**src/fp_noncomp_pkg.sv**
```systemverilog
// --------------------------------------
// Shared definitions of the FP32 non-computational unit
// Format constants and the canonical quiet NaN
// Opcode, sub-op and class mask encodings
// Status and info flag structs
// Request and response structs
// --------------------------------------
`default_nettype none

package fp_noncomp_pkg;

  // --------------------------------------
  // Format
  // --------------------------------------
  localparam int unsigned EXP_BITS = 8;
  localparam int unsigned MAN_BITS = 23;
  localparam int unsigned FP_W     = 32;
  localparam int unsigned TAG_W    = 4;

  // Raw floating-point word
  typedef logic [FP_W-1:0] fp_word_t;

  // Field view of a word
  typedef struct packed {
    logic                sign;
    logic [EXP_BITS-1:0] exponent;
    logic [MAN_BITS-1:0] mantissa;
  } fp_t;

  // Operation tag, returned unchanged with the result
  typedef logic [TAG_W-1:0] tag_t;

  // Positive sign, all-ones exponent, only the quiet bit set
  localparam fp_word_t CANON_QNAN = {1'b0, {EXP_BITS{1'b1}}, 1'b1, {(MAN_BITS-1){1'b0}}};

  // --------------------------------------
  // Encodings
  // --------------------------------------
  // Operation group
  typedef enum logic [1:0] {
    OP_SGNJ     = 2'd0,
    OP_MINMAX   = 2'd1,
    OP_CMP      = 2'd2,
    OP_CLASSIFY = 2'd3
  } fp_op_e;

  // Sub-op field, carried in the rounding-mode slot
  // SGNJ group uses all four, MINMAX uses RNE/RTZ, CMP uses RNE/RTZ/RDN
  typedef enum logic [2:0] {
    RNE = 3'b000,
    RTZ = 3'b001,
    RDN = 3'b010,
    RUP = 3'b011
  } fp_rm_e;

  // IEEE exception flags
  typedef struct packed {
    logic NV;
    logic DZ;
    logic OF;
    logic UF;
    logic NX;
  } fp_status_t;

  // One-hot class mask in RISC-V bit order
  typedef enum logic [9:0] {
    NEGINF     = 10'b00_0000_0001,
    NEGNORM    = 10'b00_0000_0010,
    NEGSUBNORM = 10'b00_0000_0100,
    NEGZERO    = 10'b00_0000_1000,
    POSZERO    = 10'b00_0001_0000,
    POSSUBNORM = 10'b00_0010_0000,
    POSNORM    = 10'b00_0100_0000,
    POSINF     = 10'b00_1000_0000,
    SNAN       = 10'b01_0000_0000,
    QNAN       = 10'b10_0000_0000
  } fp_classmask_e;

  // Per-operand decode flags
  typedef struct packed {
    logic is_normal;
    logic is_subnormal;
    logic is_zero;
    logic is_inf;
    logic is_nan;
    logic is_signalling;
    logic is_quiet;
  } fp_info_t;

  // --------------------------------------
  // Request / response
  // --------------------------------------
  typedef struct packed {
    fp_word_t operand_a;
    fp_word_t operand_b;
    fp_op_e   op;
    fp_rm_e   rm;
    logic     op_mod;
    tag_t     tag;
  } fp_req_t;

  typedef struct packed {
    fp_word_t      result;
    fp_status_t    status;
    fp_classmask_e class_mask;
    logic          is_class;
    tag_t          tag;
  } fp_rsp_t;

endpackage

`default_nettype wire
```
**src/fp_noncomp_top.sv**
```systemverilog
// --------------------------------------
// FP32 non-computational unit top level
// Input stage, operation blocks, result select
// Output stage, valid/ready on both sides
// --------------------------------------
`timescale 1ns/1ns
`default_nettype none

module fp_noncomp_top
  import fp_noncomp_pkg::*;
(
  input  logic    clk_i,
  input  logic    rst_n_i,
  input  logic    flush_i,
  // Request side
  input  logic    in_valid_i,
  output logic    in_ready_o,
  input  fp_req_t in_req_i,
  // Response side
  output logic    out_valid_o,
  input  logic    out_ready_i,
  output fp_rsp_t out_rsp_o,
  // Anything in flight
  output logic    busy_o
);

  fp_req_t       req_q;
  logic          req_valid;
  logic          req_ready;
  fp_info_t      info_a;
  fp_info_t      info_b;
  fp_classmask_e class_mask_a;
  fp_word_t      sgnj_result;
  fp_word_t      cmp_result;
  fp_status_t    cmp_status;
  fp_rsp_t       rsp_d;
  logic          rm_legal;

  // --------------------------------------
  // Input stage
  // --------------------------------------
  fp_pipe_stage #(
    .PAYLOAD_W ($bits(fp_req_t))
  ) u_in_stage (
    .clk_i      (clk_i),
    .rst_n_i    (rst_n_i),
    .flush_i    (flush_i),
    .up_valid_i (in_valid_i),
    .up_ready_o (in_ready_o),
    .up_data_i  (in_req_i),
    .dn_valid_o (req_valid),
    .dn_ready_i (req_ready),
    .dn_data_o  (req_q)
  );

  // --------------------------------------
  // Operation blocks
  // --------------------------------------
  fp_classify u_class_a (
    .operand_i    (req_q.operand_a),
    .info_o       (info_a),
    .class_mask_o (class_mask_a)
  );

  // Only the info of b is needed
  fp_classify u_class_b (
    .operand_i    (req_q.operand_b),
    .info_o       (info_b),
    .class_mask_o ()
  );

  fp_sign_inject u_sgnj (
    .operand_a_i (req_q.operand_a),
    .operand_b_i (req_q.operand_b),
    .rm_i        (req_q.rm),
    .result_o    (sgnj_result)
  );

  fp_compare u_cmp (
    .operand_a_i (req_q.operand_a),
    .operand_b_i (req_q.operand_b),
    .info_a_i    (info_a),
    .info_b_i    (info_b),
    .op_i        (req_q.op),
    .rm_i        (req_q.rm),
    .op_mod_i    (req_q.op_mod),
    .result_o    (cmp_result),
    .status_o    (cmp_status)
  );

  // Result select, sign injection and classify raise no flags
  always_comb begin : select_result
    rsp_d            = '0;
    rsp_d.tag        = req_q.tag;
    rsp_d.class_mask = class_mask_a;
    case (req_q.op)
      OP_SGNJ: rsp_d.result = sgnj_result;
      OP_MINMAX, OP_CMP: begin
        rsp_d.result = cmp_result;
        rsp_d.status = cmp_status;
      end
      OP_CLASSIFY: rsp_d.is_class = 1'b1;
      default: rsp_d.result = '0;
    endcase
  end

  // --------------------------------------
  // Output stage
  // --------------------------------------
  fp_pipe_stage #(
    .PAYLOAD_W ($bits(fp_rsp_t))
  ) u_out_stage (
    .clk_i      (clk_i),
    .rst_n_i    (rst_n_i),
    .flush_i    (flush_i),
    .up_valid_i (req_valid),
    .up_ready_o (req_ready),
    .up_data_i  (rsp_d),
    .dn_valid_o (out_valid_o),
    .dn_ready_i (out_ready_i),
    .dn_data_o  (out_rsp_o)
  );

  assign busy_o = req_valid | out_valid_o;

  // Sub-op must be one its group defines
  always_comb begin : rm_check
    case (req_q.op)
      OP_SGNJ:   rm_legal = req_q.rm inside {RNE, RTZ, RDN, RUP};
      OP_MINMAX: rm_legal = req_q.rm inside {RNE, RTZ};
      OP_CMP:    rm_legal = req_q.rm inside {RNE, RTZ, RDN};
      default:   rm_legal = 1'b1;
    endcase
  end

  a_rm_legal: assert property (
    @(posedge clk_i) disable iff (!rst_n_i)
    req_valid |-> rm_legal
  ) else $error("fp_noncomp_top: undefined rm for op group");

endmodule

`default_nettype wire

```
**src/fp_compare.sv**
```systemverilog
// --------------------------------------
// Ordering logic shared by min/max and compares
// NaN-aware MIN/MAX with quiet semantics
// LE/LT signalling, EQ quiet, op_mod inverts
// --------------------------------------
`timescale 1ns/1ns
`default_nettype none

module fp_compare
  import fp_noncomp_pkg::*;
(
  input  fp_word_t   operand_a_i,
  input  fp_word_t   operand_b_i,
  input  fp_info_t   info_a_i,
  input  fp_info_t   info_b_i,
  input  fp_op_e     op_i,
  input  fp_rm_e     rm_i,
  input  logic       op_mod_i,
  output fp_word_t   result_o,
  output fp_status_t status_o
);

  fp_t      a;
  fp_t      b;
  logic     any_nan;
  logic     any_snan;
  logic     equal;
  logic     a_smaller;
  fp_word_t minmax_res;
  logic     cmp_bool;
  logic     cmp_nv;

  assign a = operand_a_i;
  assign b = operand_b_i;

  // --------------------------------------
  // Shared ordering
  // --------------------------------------
  assign any_nan  = info_a_i.is_nan | info_b_i.is_nan;
  assign any_snan = info_a_i.is_signalling | info_b_i.is_signalling;

  // +0 and -0 count as equal
  assign equal = (operand_a_i == operand_b_i) || (info_a_i.is_zero && info_b_i.is_zero);

  // Sign-magnitude order from an unsigned compare
  // any set sign flips the outcome
  assign a_smaller = (operand_a_i < operand_b_i) ^ (a.sign | b.sign);

  // --------------------------------------
  // Min / max
  // --------------------------------------
  always_comb begin : min_max
    if (info_a_i.is_nan && info_b_i.is_nan) begin
      minmax_res = CANON_QNAN;
    end else if (info_a_i.is_nan) begin
      minmax_res = operand_b_i;
    end else if (info_b_i.is_nan) begin
      minmax_res = operand_a_i;
    end else if (rm_i == RTZ) begin
      // MAX
      minmax_res = a_smaller ? operand_b_i : operand_a_i;
    end else begin
      // MIN
      minmax_res = a_smaller ? operand_a_i : operand_b_i;
    end
  end

  // --------------------------------------
  // Comparisons
  // --------------------------------------
  always_comb begin : comparisons
    cmp_bool = 1'b0;
    cmp_nv   = 1'b0;
    if (any_snan) begin
      // Invalid for every compare
      cmp_nv = 1'b1;
    end else begin
      case (rm_i)
        // LE is a signalling compare
        RNE: begin
          if (any_nan) cmp_nv = 1'b1;
          else cmp_bool = (a_smaller | equal) ^ op_mod_i;
        end
        // LT is a signalling compare too
        RTZ: begin
          if (any_nan) cmp_nv = 1'b1;
          else cmp_bool = (a_smaller & ~equal) ^ op_mod_i;
        end
        // EQ stays quiet on qNaN
        RDN: begin
          if (!any_nan) cmp_bool = equal ^ op_mod_i;
        end
        default: cmp_bool = 1'b0;
      endcase
    end
  end

  // Group select
  always_comb begin : out_sel
    result_o = '0;
    status_o = '0;
    case (op_i)
      OP_MINMAX: begin
        result_o    = minmax_res;
        // Quiet compare, only sNaN is invalid
        status_o.NV = any_snan;
      end
      OP_CMP: begin
        result_o    = {{(FP_W-1){1'b0}}, cmp_bool};
        status_o.NV = cmp_nv;
      end
      default: result_o = '0;
    endcase
  end

endmodule

`default_nettype wire

```
**src/fp_sign_inject.sv**
```systemverilog
// --------------------------------------
// Sign injection
// SGNJ, SGNJN, SGNJX and plain passthrough
// --------------------------------------
`timescale 1ns/1ns
`default_nettype none

module fp_sign_inject
  import fp_noncomp_pkg::*;
(
  input  fp_word_t operand_a_i,
  input  fp_word_t operand_b_i,
  input  fp_rm_e   rm_i,
  output fp_word_t result_o
);

  fp_t a;
  fp_t b;
  fp_t res;

  assign a = operand_a_i;
  assign b = operand_b_i;

  // Magnitude always comes from a, only the sign moves
  always_comb begin : inject
    res = a;
    case (rm_i)
      // SGNJ
      RNE: res.sign = b.sign;
      // SGNJN
      RTZ: res.sign = ~b.sign;
      // SGNJX
      RDN: res.sign = a.sign ^ b.sign;
      // Passthrough of a
      RUP: res = a;
      default: res = a;
    endcase
  end

  assign result_o = res;

endmodule

`default_nettype wire

```
**src/fp_classify.sv**
```systemverilog
// --------------------------------------
// Operand classifier
// Info flags and one-hot class mask of one FP32 word
// --------------------------------------
`timescale 1ns/1ns
`default_nettype none

module fp_classify
  import fp_noncomp_pkg::*;
(
  input  fp_word_t      operand_i,
  output fp_info_t      info_o,
  output fp_classmask_e class_mask_o
);

  fp_t  op;
  logic exp_zero;
  logic exp_ones;
  logic man_zero;

  assign op       = operand_i;
  assign exp_zero = (op.exponent == '0);
  assign exp_ones = (op.exponent == '1);
  assign man_zero = (op.mantissa == '0);

  // Exponent decides the coarse class, mantissa refines it
  always_comb begin : decode
    info_o               = '0;
    info_o.is_normal     = !exp_zero && !exp_ones;
    info_o.is_subnormal  = exp_zero && !man_zero;
    info_o.is_zero       = exp_zero && man_zero;
    info_o.is_inf        = exp_ones && man_zero;
    info_o.is_nan        = exp_ones && !man_zero;
    // Top mantissa bit is the quiet bit
    info_o.is_signalling = info_o.is_nan && !op.mantissa[MAN_BITS-1];
    info_o.is_quiet      = info_o.is_nan && op.mantissa[MAN_BITS-1];
  end

  // Class mask from class and sign
  always_comb begin : mask
    if (info_o.is_normal) begin
      class_mask_o = op.sign ? NEGNORM : POSNORM;
    end else if (info_o.is_subnormal) begin
      class_mask_o = op.sign ? NEGSUBNORM : POSSUBNORM;
    end else if (info_o.is_zero) begin
      class_mask_o = op.sign ? NEGZERO : POSZERO;
    end else if (info_o.is_inf) begin
      class_mask_o = op.sign ? NEGINF : POSINF;
    end else begin
      // NaN sign is ignored
      class_mask_o = info_o.is_signalling ? SNAN : QNAN;
    end
  end

endmodule

`default_nettype wire

```
**src/fp_pipe_stage.sv**
```systemverilog
// --------------------------------------
// Elastic valid/ready register stage
// Width set by PAYLOAD_W, synchronous flush of valid
// --------------------------------------
`timescale 1ns/1ns
`default_nettype none

module fp_pipe_stage #(
  parameter int unsigned PAYLOAD_W = 32
) (
  input  logic                 clk_i,
  input  logic                 rst_n_i,
  input  logic                 flush_i,
  // Upstream side
  input  logic                 up_valid_i,
  output logic                 up_ready_o,
  input  logic [PAYLOAD_W-1:0] up_data_i,
  // Downstream side
  output logic                 dn_valid_o,
  input  logic                 dn_ready_i,
  output logic [PAYLOAD_W-1:0] dn_data_o
);

  logic                 valid_q;
  logic [PAYLOAD_W-1:0] data_q;
  logic                 accept;

  // Free when the consumer takes our item or we hold a bubble
  assign up_ready_o = dn_ready_i | ~valid_q;
  assign accept     = up_valid_i & up_ready_o;

  // Valid follows upstream whenever the stage advances
  always_ff @(posedge clk_i) begin
    if (!rst_n_i) begin
      valid_q <= 1'b0;
    end else if (flush_i) begin
      // Drop whatever is in flight
      valid_q <= 1'b0;
    end else if (up_ready_o) begin
      valid_q <= up_valid_i;
    end
  end

  // Payload only moves on a real transfer
  always_ff @(posedge clk_i) begin
    if (accept) begin
      data_q <= up_data_i;
    end
  end

  assign dn_valid_o = valid_q;
  assign dn_data_o  = data_q;

  // --------------------------------------
  // Checks
  // --------------------------------------
  // A stalled item keeps its data and stays valid until taken
  a_hold_stable: assert property (
    @(posedge clk_i) disable iff (!rst_n_i)
    (dn_valid_o && !dn_ready_i && !flush_i) |=> (dn_valid_o && $stable(dn_data_o))
  ) else $error("fp_pipe_stage: stalled output changed");

endmodule

`default_nettype wire

```
**config.mk**
```make
export PLATFORM = sky130hd
export DESIGN_NAME = fp_noncomp_top
export DESIGN_NICKNAME = d
export VERILOG_FILES = /design/src/fp_noncomp_pkg.sv /design/src/fp_noncomp_top.sv /design/src/fp_compare.sv /design/src/fp_sign_inject.sv /design/src/fp_classify.sv /design/src/fp_pipe_stage.sv
export SDC_FILE = /design/constraint.sdc
export NUM_CORES = 1
export LEC_CHECK = 0
export ABC_AREA = 0
export BUFFER_PORTS_ARGS = -buffer_cell sky130_fd_sc_hd__buf_2
export CORE_ASPECT_RATIO = 0.5
export CORE_MARGIN = 1.5
export CORE_UTILIZATION = 58
export DETAILED_ROUTE_END_ITERATION = 10
export PLACE_DENSITY = 0.85
export SETUP_SLACK_MARGIN = 0.15
export SYNTH_ARGS = -nofsm -noshare
export SYNTH_HDL_FRONTEND = slang
export SYNTH_SLANG_ARGS = --single-unit
```
**constraint.sdc**
```tcl
create_clock -name clk_i -period 4.62 [get_ports clk_i]
set_input_delay 0.231 -clock clk_i [delete_from_list [all_inputs] [get_ports clk_i]]
set_output_delay 0.231 -clock clk_i [all_outputs]
set_load 0.005 [all_outputs]
```
* Word level (Yosys, flattened, before mapping)
Index checks and enable logic that the tools add are counted.
Word-level totals: bits in registers 128, latch bits 0, RAM bits 0, ROM bits 0, bits of input ports 79, output and inout port bits 55, logic and storage cells 89, memories 0
Cells by class: add/sub/neg operators 0, multiply operators 0, div/mod/pow operators 0, magnitude comparators 1, equal/unequal tests 8, shifts and indexed selects 0, multiplexer cells 28, bitwise logic cells 20, reduce and logical (&&, ||, !) cells 27
Operator list (count):
- 32-bit 2-to-1 mux | 6
- 32-bit one-hot mux with 2 select lines | 2
- 10-bit 2-to-1 mux | 5
- 23-bit zero test | 2
- 32-bit == test | 1
- 32-bit < comparator | 1
- 8-bit == test (second input constant) | 2
- 8-bit zero test | 2
- 1-bit logical AND | 11
- 1-bit 2-to-1 mux | 8
- 8-bit 2-to-1 mux | 1
- 7-bit 2-to-1 mux | 1
- 1-bit bitwise OR | 7
- 1-bit zero test | 6
- 6-bit 2-to-1 mux | 1
- 1-bit one-hot mux with 3 select lines | 2
- 2-bit OR reduction | 3
- 5-bit 2-to-1 mux | 1
- 1-bit inverter | 5
- 1-bit XOR | 5
- 2-bit == test (second input constant) | 2
- 1-bit bitwise AND | 3
- 3-bit by 1-bit == test with 1-bit output (second input constant) | 1
- 3-bit by 2-bit == test with 1-bit output (second input constant) | 1
- 5 further kinds | 5

* Logic depth before layout (Yosys ltp)
Gate-level depths: netlist (run 1).
depth in word-level cells 12, depth in mapped cells 11, gate-level depth less buffers 10

* Modules after synthesis
A second synthesis (run 1) with hierarchy kept.
Second synthesis, totals: cells, all modules 602, area, all modules 7043.0 um^2
By module, submodules not included:
- fp_pipe_stage at u_in_stage | times used 1, cells an instance 80, area an instance 2283.4 um^2, seq. area each 2242.2 um^2
- fp_compare | times used 1, cells an instance 264, area an instance 1750.4 um^2, seq. area each 0.0 um^2
- fp_pipe_stage at u_out_stage | times used 1, cells an instance 58, area an instance 1622.8 um^2, seq. area each 1581.5 um^2
- fp_classify | times used 2, cells an instance 39, area an instance 281.5 um^2, seq. area each 0.0 um^2
- fp_noncomp_top | times used 1, cells an instance 85, area an instance 549.3 um^2, seq. area each 0.0 um^2
- fp_sign_inject | times used 1, cells an instance 37, area an instance 274.0 um^2, seq. area each 0.0 um^2

* Worst setup path after synthesis (run 1)
OpenSTA, ideal clock, no wires.
kind reg-to-reg, start point reg u_out_stage.valid_q (netlist: u_out_stage.dn_valid_o), end point reg u_out_stage.data_q[0] (netlist: u_out_stage.dn_data_o[0]) (enable), library setup time 0.459 ns, arrival time 2.628 ns, required time 4.161 ns, slack 1.533 ns, cell stages (with the launch flop) 3, buffers on the path 0, clock period less this slack 3.087 ns, cell sequence dfxtp_1 > nor2b_1 > nor2b_1
Between the ends: cells in the longest elaborated chain, start to end 3
Ends and longest elaborated chain:
- start: declaration | line fp_pipe_stage.sv:24 | logic valid_q;
- start signal: assignment | line fp_pipe_stage.sv:40 | valid_q <= up_valid_i;
- 1-bit inverter | line fp_pipe_stage.sv:29 | assign up_ready_o = dn_ready_i | ~valid_q;
- 1-bit bitwise OR | line fp_pipe_stage.sv:29
- 1-bit bitwise AND | line fp_pipe_stage.sv:30 | assign accept = up_valid_i & up_ready_o;
- named net u_out_stage.accept | line fp_pipe_stage.sv:26 | logic accept;
- end signal: assignment | line fp_pipe_stage.sv:47 | data_q <= up_data_i;
- end: declaration | line fp_pipe_stage.sv:25 | logic [PAYLOAD_W-1:0] data_q;
The timed path passes the listed nets, and every way through them passes these cells. A chain may end at the register's enable or synchronous reset.

==> results of run 1 <==
-- metrics by stage --
step | cell area [um^2] | util [%] | worst slack, ns | hold slack [ns] | instances
3_3_place_gp | 6470 | 68.3 | 1.24 | 0.401 | 670
6_report | 7780 | 82.0 | 0.437 | 0.00628 | 768
2_1_floorplan | 5700 | - | 1.53 | 0.330 | 414
3_5_place_dp | 6470 | 68.3 | 1.09 | 0.409 | 670
4_1_cts | 7760 | 81.8 | 0.972 | 0.000655 | 766
5_1_grt | 7780 | 82.0 | 0.342 | 0.00138 | 768
-- report_power, final --
group          internal, W  total [W]  leakage (nW)  switching, W
Clock             0.000976    0.00145         0.315      0.000478
Sequential         0.00129    0.00134          1.23     0.0000435
Combinational     0.000131   0.000275          1.72      0.000144
Total              0.00240    0.00307          3.26      0.000665
-- logic make-up (layout without fill, tap and decap cells) --
logic type	count (synthesis)	count (layout)	share of synthesized area, %
flip-flops	124	124	65.1
AND/OR/NAND/NOR	112	112	10.6
AO/OA/AOI/OAI	85	85	11.4
buffers and inverters	47	266	3.72
adder cells (fa/ha/maj)	38	38	8.35
XOR/XNOR	2	2	0.440
multiplexers	2	2	0.374
other	1	4	0.0659
-- cells in the final DEF (no fill, tap or decap), drive strengths merged, types with 5 or more instances in the layout --
master / instances
a21oi: 22
a22o: 21
a22oi: 9
and3: 5
buf: 132
clkbuf: 26
dlygate4sd3: 66
edfxtp: 122
ha: 38
inv: 36
nand2: 15
nand3: 7
nand4: 13
nor2: 22
nor3: 10
nor4: 19
o21ai: 9
-- per-layer routing --
layer | vias up | part of all wire [%] | track usage [%]
li1 | 2021 | - | -
met1 | 2241 | 37 | 39.4
met2 | 413 | 47 | 51.9
met3 | 103 | 11 | 8.40
met4 | 0 | 5.4 | 17.9
met5 | - | 0 | 0
-- final cells by class --
class                           count  area (um^2)
Clock buffer                       26          509
Clock inverter                      6          134
Fill cell                         480         1700
Inverter                           36          135
Multi-Input combinational cell    243         1800
Sequential cell                   124         3700
Tap cell                          135          169
Timing Repair Buffer              198         1330
-- critical path, delay by kind of cell, from the launching register on --
kind	cells	cell delay, ns
AO/OA/AOI/OAI	4	1.69
XOR/XNOR	1	0.17
adder cells (fa/ha/maj)	1	0.36
buffers and inverters	1	0.14
flip-flops	1	0.49
AND/OR/NAND/NOR	3	1.14
-- state kept, by name, indices dropped and copies added, names as in the netlist --
register,count
u_in_stage.dn_data_o,74
u_in_stage.dn_valid_o,1
u_out_stage.dn_data_o,48
u_out_stage.dn_valid_o,1
-- how the worst max path moves through the flow --
stage / cells past startpoint / slack, ns / start / to
6_report: 10 / 0.44 / u_in_stage.dn_data_o[73] / u_out_stage.dn_data_o[41]
4_1_cts: 10 / 0.97 / u_in_stage.dn_data_o[73] / u_out_stage.dn_data_o[38]
3_3_place_gp: 10 / 1.24 / u_in_stage.dn_data_o[73] / u_out_stage.dn_data_o[33]
5_1_grt: 10 / 0.34 / u_in_stage.dn_data_o[73] / u_out_stage.dn_data_o[41]
3_5_place_dp: 10 / 1.09 / u_in_stage.dn_data_o[73] / u_out_stage.dn_data_o[28]
2_1_floorplan: 2 / 1.53 / u_out_stage.dn_valid_o / u_out_stage.dn_data_o[0]
-- timing repair --
item                      4_1_cts  5_1_grt
hold endpoints to repair       64        2
hold buffers                   64        2
setup buffers                   0        0
==> results.tsv, run 1 <==
metric	value	unit
P&R area growth vs syn	36.6	%
CP max FO	21	
synthesized area	5690	um^2
area leader, netlist	edfxtp_1	
Die Wd	143	um
via count	4778	
Post-synth ARST share	0	%
vias per cell	6.22	
max incr delay on CP	0.92	ns
Sink Count	124	
worst reg2reg endpoint	u_out_stage.dn_data_o[41]	
period utilisation layout	90.5	%
Pins Over Slew Limit	0	
measured slew at the worst slew-check pin	1.06	ns
minimum clock period	4.18	ns
Post-synth EDFFs	122	
clock-pin slew on the worst setup and hold paths	0.05	ns
top_reg_cell synth	edfxtp_1	
Slew headroom	28.8	%
sequential fraction of the synthesis area	65.1	%
CP Capture Type	flop	
count of different cell masters after synthesis	54	
Hold Fails Final Rpt	0	
DR DRC count	0	
GRT overflow	0	
leakage	3.26	nW
status	completed	
Mapped Cells	411	
TritonCTS Buffers	17	
initial antenna violation count	0	
Hold/Removal Path Class	in2reg	
Critical Path RT	4.86	ns
Hold Crit Depth	1	
Setup Viol. Count Final	0	
RSZ-0062 raised after global routing	no	
Root Buffer	clkbuf_16	
DR pass1 iterations	5	
diode count	0	
crit path DAT	4.43	ns
average cell area after synthesis	13.8	um^2
R2R depth	10	
first-pass GRT wire length	23.9	mm
largest cells by area after synthesis	edfxtp_1 (64%), ha_1 (8.4%), a22o_1 (3.2%), inv_1 (2.4%), nor4_1 (2.1%)	
Port Buffer Count	129	
# rows	25	
Yosys warnings	0	
TritonCTS clock tree	built	
post-route total power	0.00307	W
Initial Utilization	60.1	%
vias in the first global route	4505	
Worst Hold Endpoint	u_in_stage.dn_data_o[71]	
Max Root-Sink Buffers	2	
CTS HTree Levels	4	
setup slack, reg-to-reg	0.44	ns
Final #Nets	737	
CP Launch Type	flop	
crit-path cells	inv_1, ha_1, nand4b_1, nor4_1, and3_1, o31ai_1, o211a_4, xor2_2, a211oi_4, a22o_1	
hpwl dp	8.69	mm
ANT nets after route	0	
critical hold path startpoint	in_req_i[71]	
fmax	0.239	GHz
Initial DRC Count	517	
Floorplan Core Area	9480	um^2
reg2reg start	u_in_stage.dn_data_o[73]	
Skew-Pair Late Insertion Delay	0.42	ns
number of synthesized register bits	124	
count leader, synth	edfxtp_1	
die area	10500	um^2
Synth top area share	64.4	%
Max-Cap Viols	0	
setup TNS	0	ns
gpl congestion	0.972	
Critical Path Slowest Stage Cell	a211oi_4	
# resized after CTS	0	
post-DR wirelength/cell	21.3	um
WS Path Type	reg2reg	
Commonest cells post-synth	edfxtp_1 (122), ha_1 (38), inv_1 (36)	
Fin Clk Skew	0.00972	ns
Routed WL	16.4	mm
VDD IR-drop max	0.292	mV
layout cells sized above 1	27.6	%
Die Span Y	73.0	um
Boundary Pins	134	
total track usage	31.8	%
largest net degree at the start of global routing	50	
pwr dens	394	nW/um^2
(Power assumes the default switching activity.)
==> inputs of run 2 (changes only) <==
Settings changed: CORE_UTILIZATION 58 to 35, PLACE_DENSITY 0.85 to not set.
==> run 2 against run 1 <==
  * Utilization fell by 33 points
  * Total power fell by 6.6%
  * Clock power fell by 11%
  * Combinational power fell by 13%
  * Critical endpoint is now u_out_stage.dn_data_o[37]
  * Largest power group is now registers
  * Highest routed layer unchanged
==> results.tsv, run 2 (synthesis gave the netlist of run 1 again) <==
metric	value	unit	change
status	completed		unchanged
Area after DPL	6570	um^2	was 6470 um^2
clock-pin slew on the worst setup and hold paths	0.05	ns	about the same
Sink Count	124		unchanged
crit path DAT	4.09	ns	was 4.43 ns
largest net degree at the start of global routing	75		was 50
# rows	32		was 25
R2R depth	11		was 10
VDD IR-drop max	0.257	mV	was 0.292 mV
die area	17100	um^2	was 10,500 um^2
Floorplan Core Area	15700	um^2	was 9480 um^2
hpwl dp	9.51	mm	was 8.69 mm
DR pass1 iterations	5		unchanged
RSZ-0062 raised after global routing	no		unchanged
Initial DRC Count	296		was 517
CP max FO	21		unchanged
Routed WL	13.4	mm	was 16.4 mm
CTS HTree Levels	4		unchanged
Hold Crit Depth	1		unchanged
Port Buffer Count	129		unchanged
Critical Path RT	4.89	ns	was 4.86 ns
post-route cell area	7640	um^2	was 7780 um^2
leakage	3.15	nW	was 3.26 nW
Slew headroom	33.2	%	was 28.8%
Fin Clk Skew	0.00893	ns	was 0.00972 ns
Finished Core Util	48.8	%	was 82.0%
Skew-Pair Late Insertion Delay	0.40	ns	was 0.42 ns
TritonCTS clock tree	built		unchanged
gpl congestion	0.865		was 0.972
Filler cells	1404		was 480
reg2reg start	u_in_stage.dn_data_o[73]		unchanged
Setup Viol. Count Final	0		unchanged
pwr dens	375	nW/um^2	was 394 nW/um^2
Final WS setup	0.793	ns	was 0.437 ns
Hold Fails Final Rpt	0		unchanged
period utilisation layout	82.8	%	was 90.5%
P&R area growth vs syn	34.3	%	was 36.6%
TritonCTS Buffers	17		unchanged
fmax	0.261	GHz	was 0.239 GHz
initial antenna violation count	0		unchanged
commonest non-fill, non-tap cells in the layout	buf_2 (129), edfxtp_1 (122), dlygate4sd3_1 (50)		was buf_2 (129), edfxtp_1 (122), dlygate4sd3_1 (66)
vias in the first global route	4093		was 4,505
post-place setup slack	0.906	ns	was 1.09 ns
layout cells sized above 1	27.8	%	was 27.6%
WS Path Type	reg2reg		unchanged
# Post-CTS Setup Buffers	0		unchanged
Max Root-Sink Buffers	2		unchanged
Final #Nets	720		was 737
vias per cell	4.85		was 6.22
Max-Cap Viols	0		unchanged
CP Capture Type	flop		unchanged
Pins Over Slew Limit	0		unchanged
critical hold path startpoint	in_req_i[24]		was in_req_i[71]
cts hold-fix bufs	49		was 64
minimum clock period	3.83	ns	was 4.18 ns
CP Launch Type	flop		unchanged
worst reg2reg endpoint	u_out_stage.dn_data_o[37]		was u_out_stage.dn_data_o[41]
Worst Hold Endpoint	u_in_stage.dn_data_o[24]		was u_in_stage.dn_data_o[71]
total track usage	16.3	%	was 31.8%
Root Buffer	clkbuf_16		unchanged
DR DRC count	0		unchanged
setup slack, reg-to-reg	0.79	ns	was 0.44 ns
Hold/Removal Path Class	in2reg		unchanged
first-pass GRT wire length	20.9	mm	was 23.9 mm
ANT nets after route	0		unchanged
hold slack	0.00956	ns	was 0.00628 ns
GRT overflow	0		unchanged
Initial Utilization	36.4	%	was 60.1%
diode count	0		unchanged
measured slew at the worst slew-check pin	1.00	ns	was 1.06 ns
Boundary Pins	134		unchanged
setup TNS	0	ns	unchanged
commonest non-fill, non-tap cell in the layout	buf_2		unchanged
# resized after CTS	0		unchanged
Die Span Y	93.2	um	was 73.0 um
max reg flops	74		unchanged
Die Wd	183	um	was 143 um
via count	4056		was 4,778
post-DR wirelength/cell	16.0	um	was 21.3 um
-- run 2: cell types whose count changed in the layout (fill, tap and decap cells not counted), sizes merged --
cell / before / now
dlygate4sd3: 66 / 50
clkbuf: 26 / 23
clkinv: 2 / 5
buf: 132 / 131
bufinv: 4 / 3
clkinvlp: 0 / 1
-- run 2: area by class of cell --
class	count	area [um^2]	share of cell area, %
Sequential cell	124	3700	48.5
Multi-Input combinational cell	243	1800	23.5
Timing Repair Buffer	181	1160	15.2
Clock buffer	23	448	5.86
Tap cell	221	277	3.62
Inverter	36	135	1.77
Clock inverter	9	121	1.59
-- run 2: worst max-delay path, stage by stage, from the launching register on --
cell and delay (ns):
edfxtp_1 0.51, inv_1 0.17, ha_1 0.35, nand4b_1 0.27, nor4_1 0.51, and3_1 0.23, o31ai_1 0.11, o211a_4 0.20
o211ai_1 0.18, buf_4 0.21, and2b_1 0.71, a22o_1 0.24
-- run 2: routing by layer --
metal	up-vias	track usage [%]	wire length (um)
li1	1987	-	-
met1	1928	21.3	6150
met2	130	26.6	6220
met3	11	4.36	921
met4	0	5.05	137
met5	-	0	0
-- run 2: worst max-delay path by stage --
| stage | startpoint | end | slack, ns | depth (start not counted) |
|---|---|---|---|---|
| finish | u_in_stage.dn_data_o[73] | u_out_stage.dn_data_o[37] | 0.79 | 11 |
| global route | u_in_stage.dn_data_o[73] | u_out_stage.dn_data_o[37] | 0.48 | 11 |
| CTS | u_in_stage.dn_data_o[73] | u_out_stage.dn_data_o[36] | 0.87 | 11 |
| detailed placement | u_in_stage.dn_data_o[73] | u_out_stage.dn_data_o[36] | 0.91 | 11 |
| global placement | u_in_stage.dn_data_o[73] | u_out_stage.dn_data_o[29] | 1.06 | 10 |
| floorplan | u_out_stage.dn_valid_o | u_out_stage.dn_data_o[0] | 1.53 | 2 |
-- run 2: stage by stage --
step                      power, W  cells
after floorplan            0.00147    414
after global placement     0.00156    755
after detailed placement   0.00156    755
after CTS                  0.00289    836
after global routing       0.00297    837
final                      0.00286    837
-- run 2: power by group --
part	leakage [nW]	total, W	internal, W	switching, W
clock	0.276	0.00129	0.000842	0.000447
sequential	1.23	0.00133	0.00130	0.0000391
combinational	1.65	0.000239	0.000119	0.000120
==> inputs of run 3 (changes only) <==
Clock period 4.62 ns to 3.4 ns, I/O delays scaled along.
==> run 3 against run 2 <==
  * Worst hold slack better by 0.019 ns
  * Utilization up 2.9 points
  * Register-to-register slack got worse by 0.53 ns
  * Non-clock buffer count up 41
  * Total power is 37% higher
  * Sequential share of layout area fell by 2.7 points
  * Combinational power grew 60%
  * Setup slack got worse by 0.53 ns
  * Maximum frequency grew 22%
  * Count of clock-buffer cells in the layout fell by 6
  * Largest cell class unchanged
  * Highest routed layer unchanged
==> results.tsv, run 3 (synthesis gave the netlist of run 1 again) <==
metric	value	unit	change
status	completed		unchanged
Placed Cells incl. Taps	762		was 755
GRT overflow	0		unchanged
hold slack	0.0283	ns	was 0.00956 ns
# rows	32		unchanged
fmax	0.318	GHz	was 0.261 GHz
Fin Clk Skew	0.0132	ns	was 0.00893 ns
Max-Cap Viols	0		unchanged
leakage	3.35	nW	was 3.15 nW
clock-pin slew on the worst setup and hold paths	0.06	ns	was 0.05 ns
via count	4294		was 4,056
CP Capture Type	flop		unchanged
minimum clock period	3.14	ns	was 3.83 ns
diode count	0		unchanged
Routed WL	14.5	mm	was 13.4 mm
Filler cells	1353		was 1,404
P&R area growth vs syn	42.4	%	was 34.3%
die area	17100	um^2	unchanged
WS Path Type	reg2reg		unchanged
max reg flops	74		unchanged
Pins Over Slew Limit	0		unchanged
CP max FO	11		was 21
Skew-Pair Late Insertion Delay	0.42	ns	was 0.40 ns
Sink Count	124		unchanged
critical hold path startpoint	rst_n_i		was in_req_i[24]
layout cells sized above 1	30.4	%	was 27.8%
reg2reg start	u_in_stage.dn_data_o[53]		was u_in_stage.dn_data_o[73]
commonest non-fill, non-tap cells in the layout	buf_2 (129), edfxtp_1 (122), dlygate4sd3_1 (75)		was buf_2 (129), edfxtp_1 (122), dlygate4sd3_1 (50)
Initial Utilization	36.4	%	unchanged
first-pass GRT wire length	22.5	mm	was 20.9 mm
gpl congestion	0.866		was 0.865
Layout Cells excl Fill	879		was 837
setup TNS	0	ns	unchanged
Initial DRC Count	324		was 296
vias per cell	4.89		was 4.85
post-route total power	0.00391	W	was 0.00286 W
commonest non-fill, non-tap cell in the layout	buf_2		unchanged
crit path DAT	3.30	ns	was 4.09 ns
period utilisation layout	92.4	%	was 82.8%
Max Root-Sink Buffers	2		unchanged
post-route cell area	8100	um^2	was 7640 um^2
VDD IR-drop max	0.352	mV	was 0.257 mV
initial antenna violation count	0		unchanged
RSZ-0062 raised after global routing	no		unchanged
pwr dens	483	nW/um^2	was 375 nW/um^2
DR DRC count	0		unchanged
CP Launch Type	flop		unchanged
Area after DPL	6630	um^2	was 6570 um^2
largest net degree at the start of global routing	75		unchanged
Boundary Pins	134		unchanged
Critical Path RT	3.56	ns	was 4.89 ns
CP startpoint	u_in_stage.dn_data_o[53]		was u_in_stage.dn_data_o[73]
post-DR wirelength/cell	16.5	um	was 16.0 um
ANT nets after route	0		unchanged
Hold Fails Final Rpt	0		unchanged
Die Span Y	93.2	um	unchanged
Die Wd	183	um	unchanged
total track usage	17.8	%	was 16.3%
Port Buffer Count	129		unchanged
DR pass1 iterations	4		was 5
Hold/Removal Path Class	in2reg		unchanged
Root Buffer	clkbuf_16		unchanged
Setup Viol. Count Final	0		unchanged
Slew headroom	31.8	%	was 33.2%
measured slew at the worst slew-check pin	1.02	ns	was 1.00 ns
hpwl dp	9.66	mm	was 9.51 mm
TritonCTS Buffers	17		unchanged
CTS HTree Levels	4		unchanged
Final #Nets	762		was 720
TritonCTS clock tree	built		unchanged
Floorplan Core Area	15700	um^2	unchanged
vias in the first global route	4319		was 4,093
[run 3: where the power goes]
group          leakage (nW)  switching (W)  internal, W  total (W)
logic                  1.85       0.000187     0.000195   0.000382
clock network         0.275       0.000707      0.00102    0.00172
registers              1.23      0.0000504      0.00176    0.00181
total                  3.35       0.000944      0.00297    0.00391
[run 3: worst paths after layout]
kind / slack, ns / endpoint / cells past startpoint
setup / recovery: 0.26 / u_out_stage.dn_data_o[23] / 10
hold / removal: 0.03 / u_out_stage.dn_valid_o / 3
setup reg to reg: 0.26 / u_out_stage.dn_data_o[23] / 10
hold reg to reg: 0.43 / u_out_stage.dn_data_o[2] / 0
[run 3: layout make-up]
class | count | area, um^2 | share of cell area [%]
Clock inverter | 15 | 139 | 1.71
Sequential cell | 124 | 3700 | 45.7
Inverter | 36 | 135 | 1.67
Timing Repair Buffer | 222 | 1540 | 19.1
Multi-Input combinational cell | 244 | 1880 | 23.2
Clock buffer | 17 | 425 | 5.25
Tap cell | 221 | 277 | 3.41
[run 3: through the flow]
stage / worst slack, ns / utilization, %
after floorplan: 0.313 / -
after global routing: 0.130 / 51.8
after CTS: 0.196 / 51.2
after global placement: -0.0444 / 42.3
after detailed placement: -0.0855 / 42.3
final: 0.259 / 51.8
[run 3: critical path, stage by stage, from the launching register on]
cell      delay [ns]
edfxtp_1        0.43
ha_1            0.34
nand4_1         0.14
or4_4           0.59
a21oi_4         0.17
o31a_4          0.19
o211a_4         0.23
xor2_4          0.27
a211oi_4        0.11
buf_12          0.17
a22o_1          0.23
[run 3: repair_timing]
action	CTS	global route
setup endpoints to repair	21	29
gates resized for setup	4	9
hold endpoints to repair	75	0
cloned	1	0
hold buffers	75	0
pin swaps	2	5
setup buffers	3	6
[run 3: layer usage]
layer  routed length (um)  share of wire, %  track usage [%]  up-vias
li1                     -                 -                -     2075
met1                 6690                46             23.5     2052
met2                 6730                46             28.1      144
met3                  819               5.6             5.10       23
met4                  264               1.8             6.63        0
met5                    0                 0                0        -
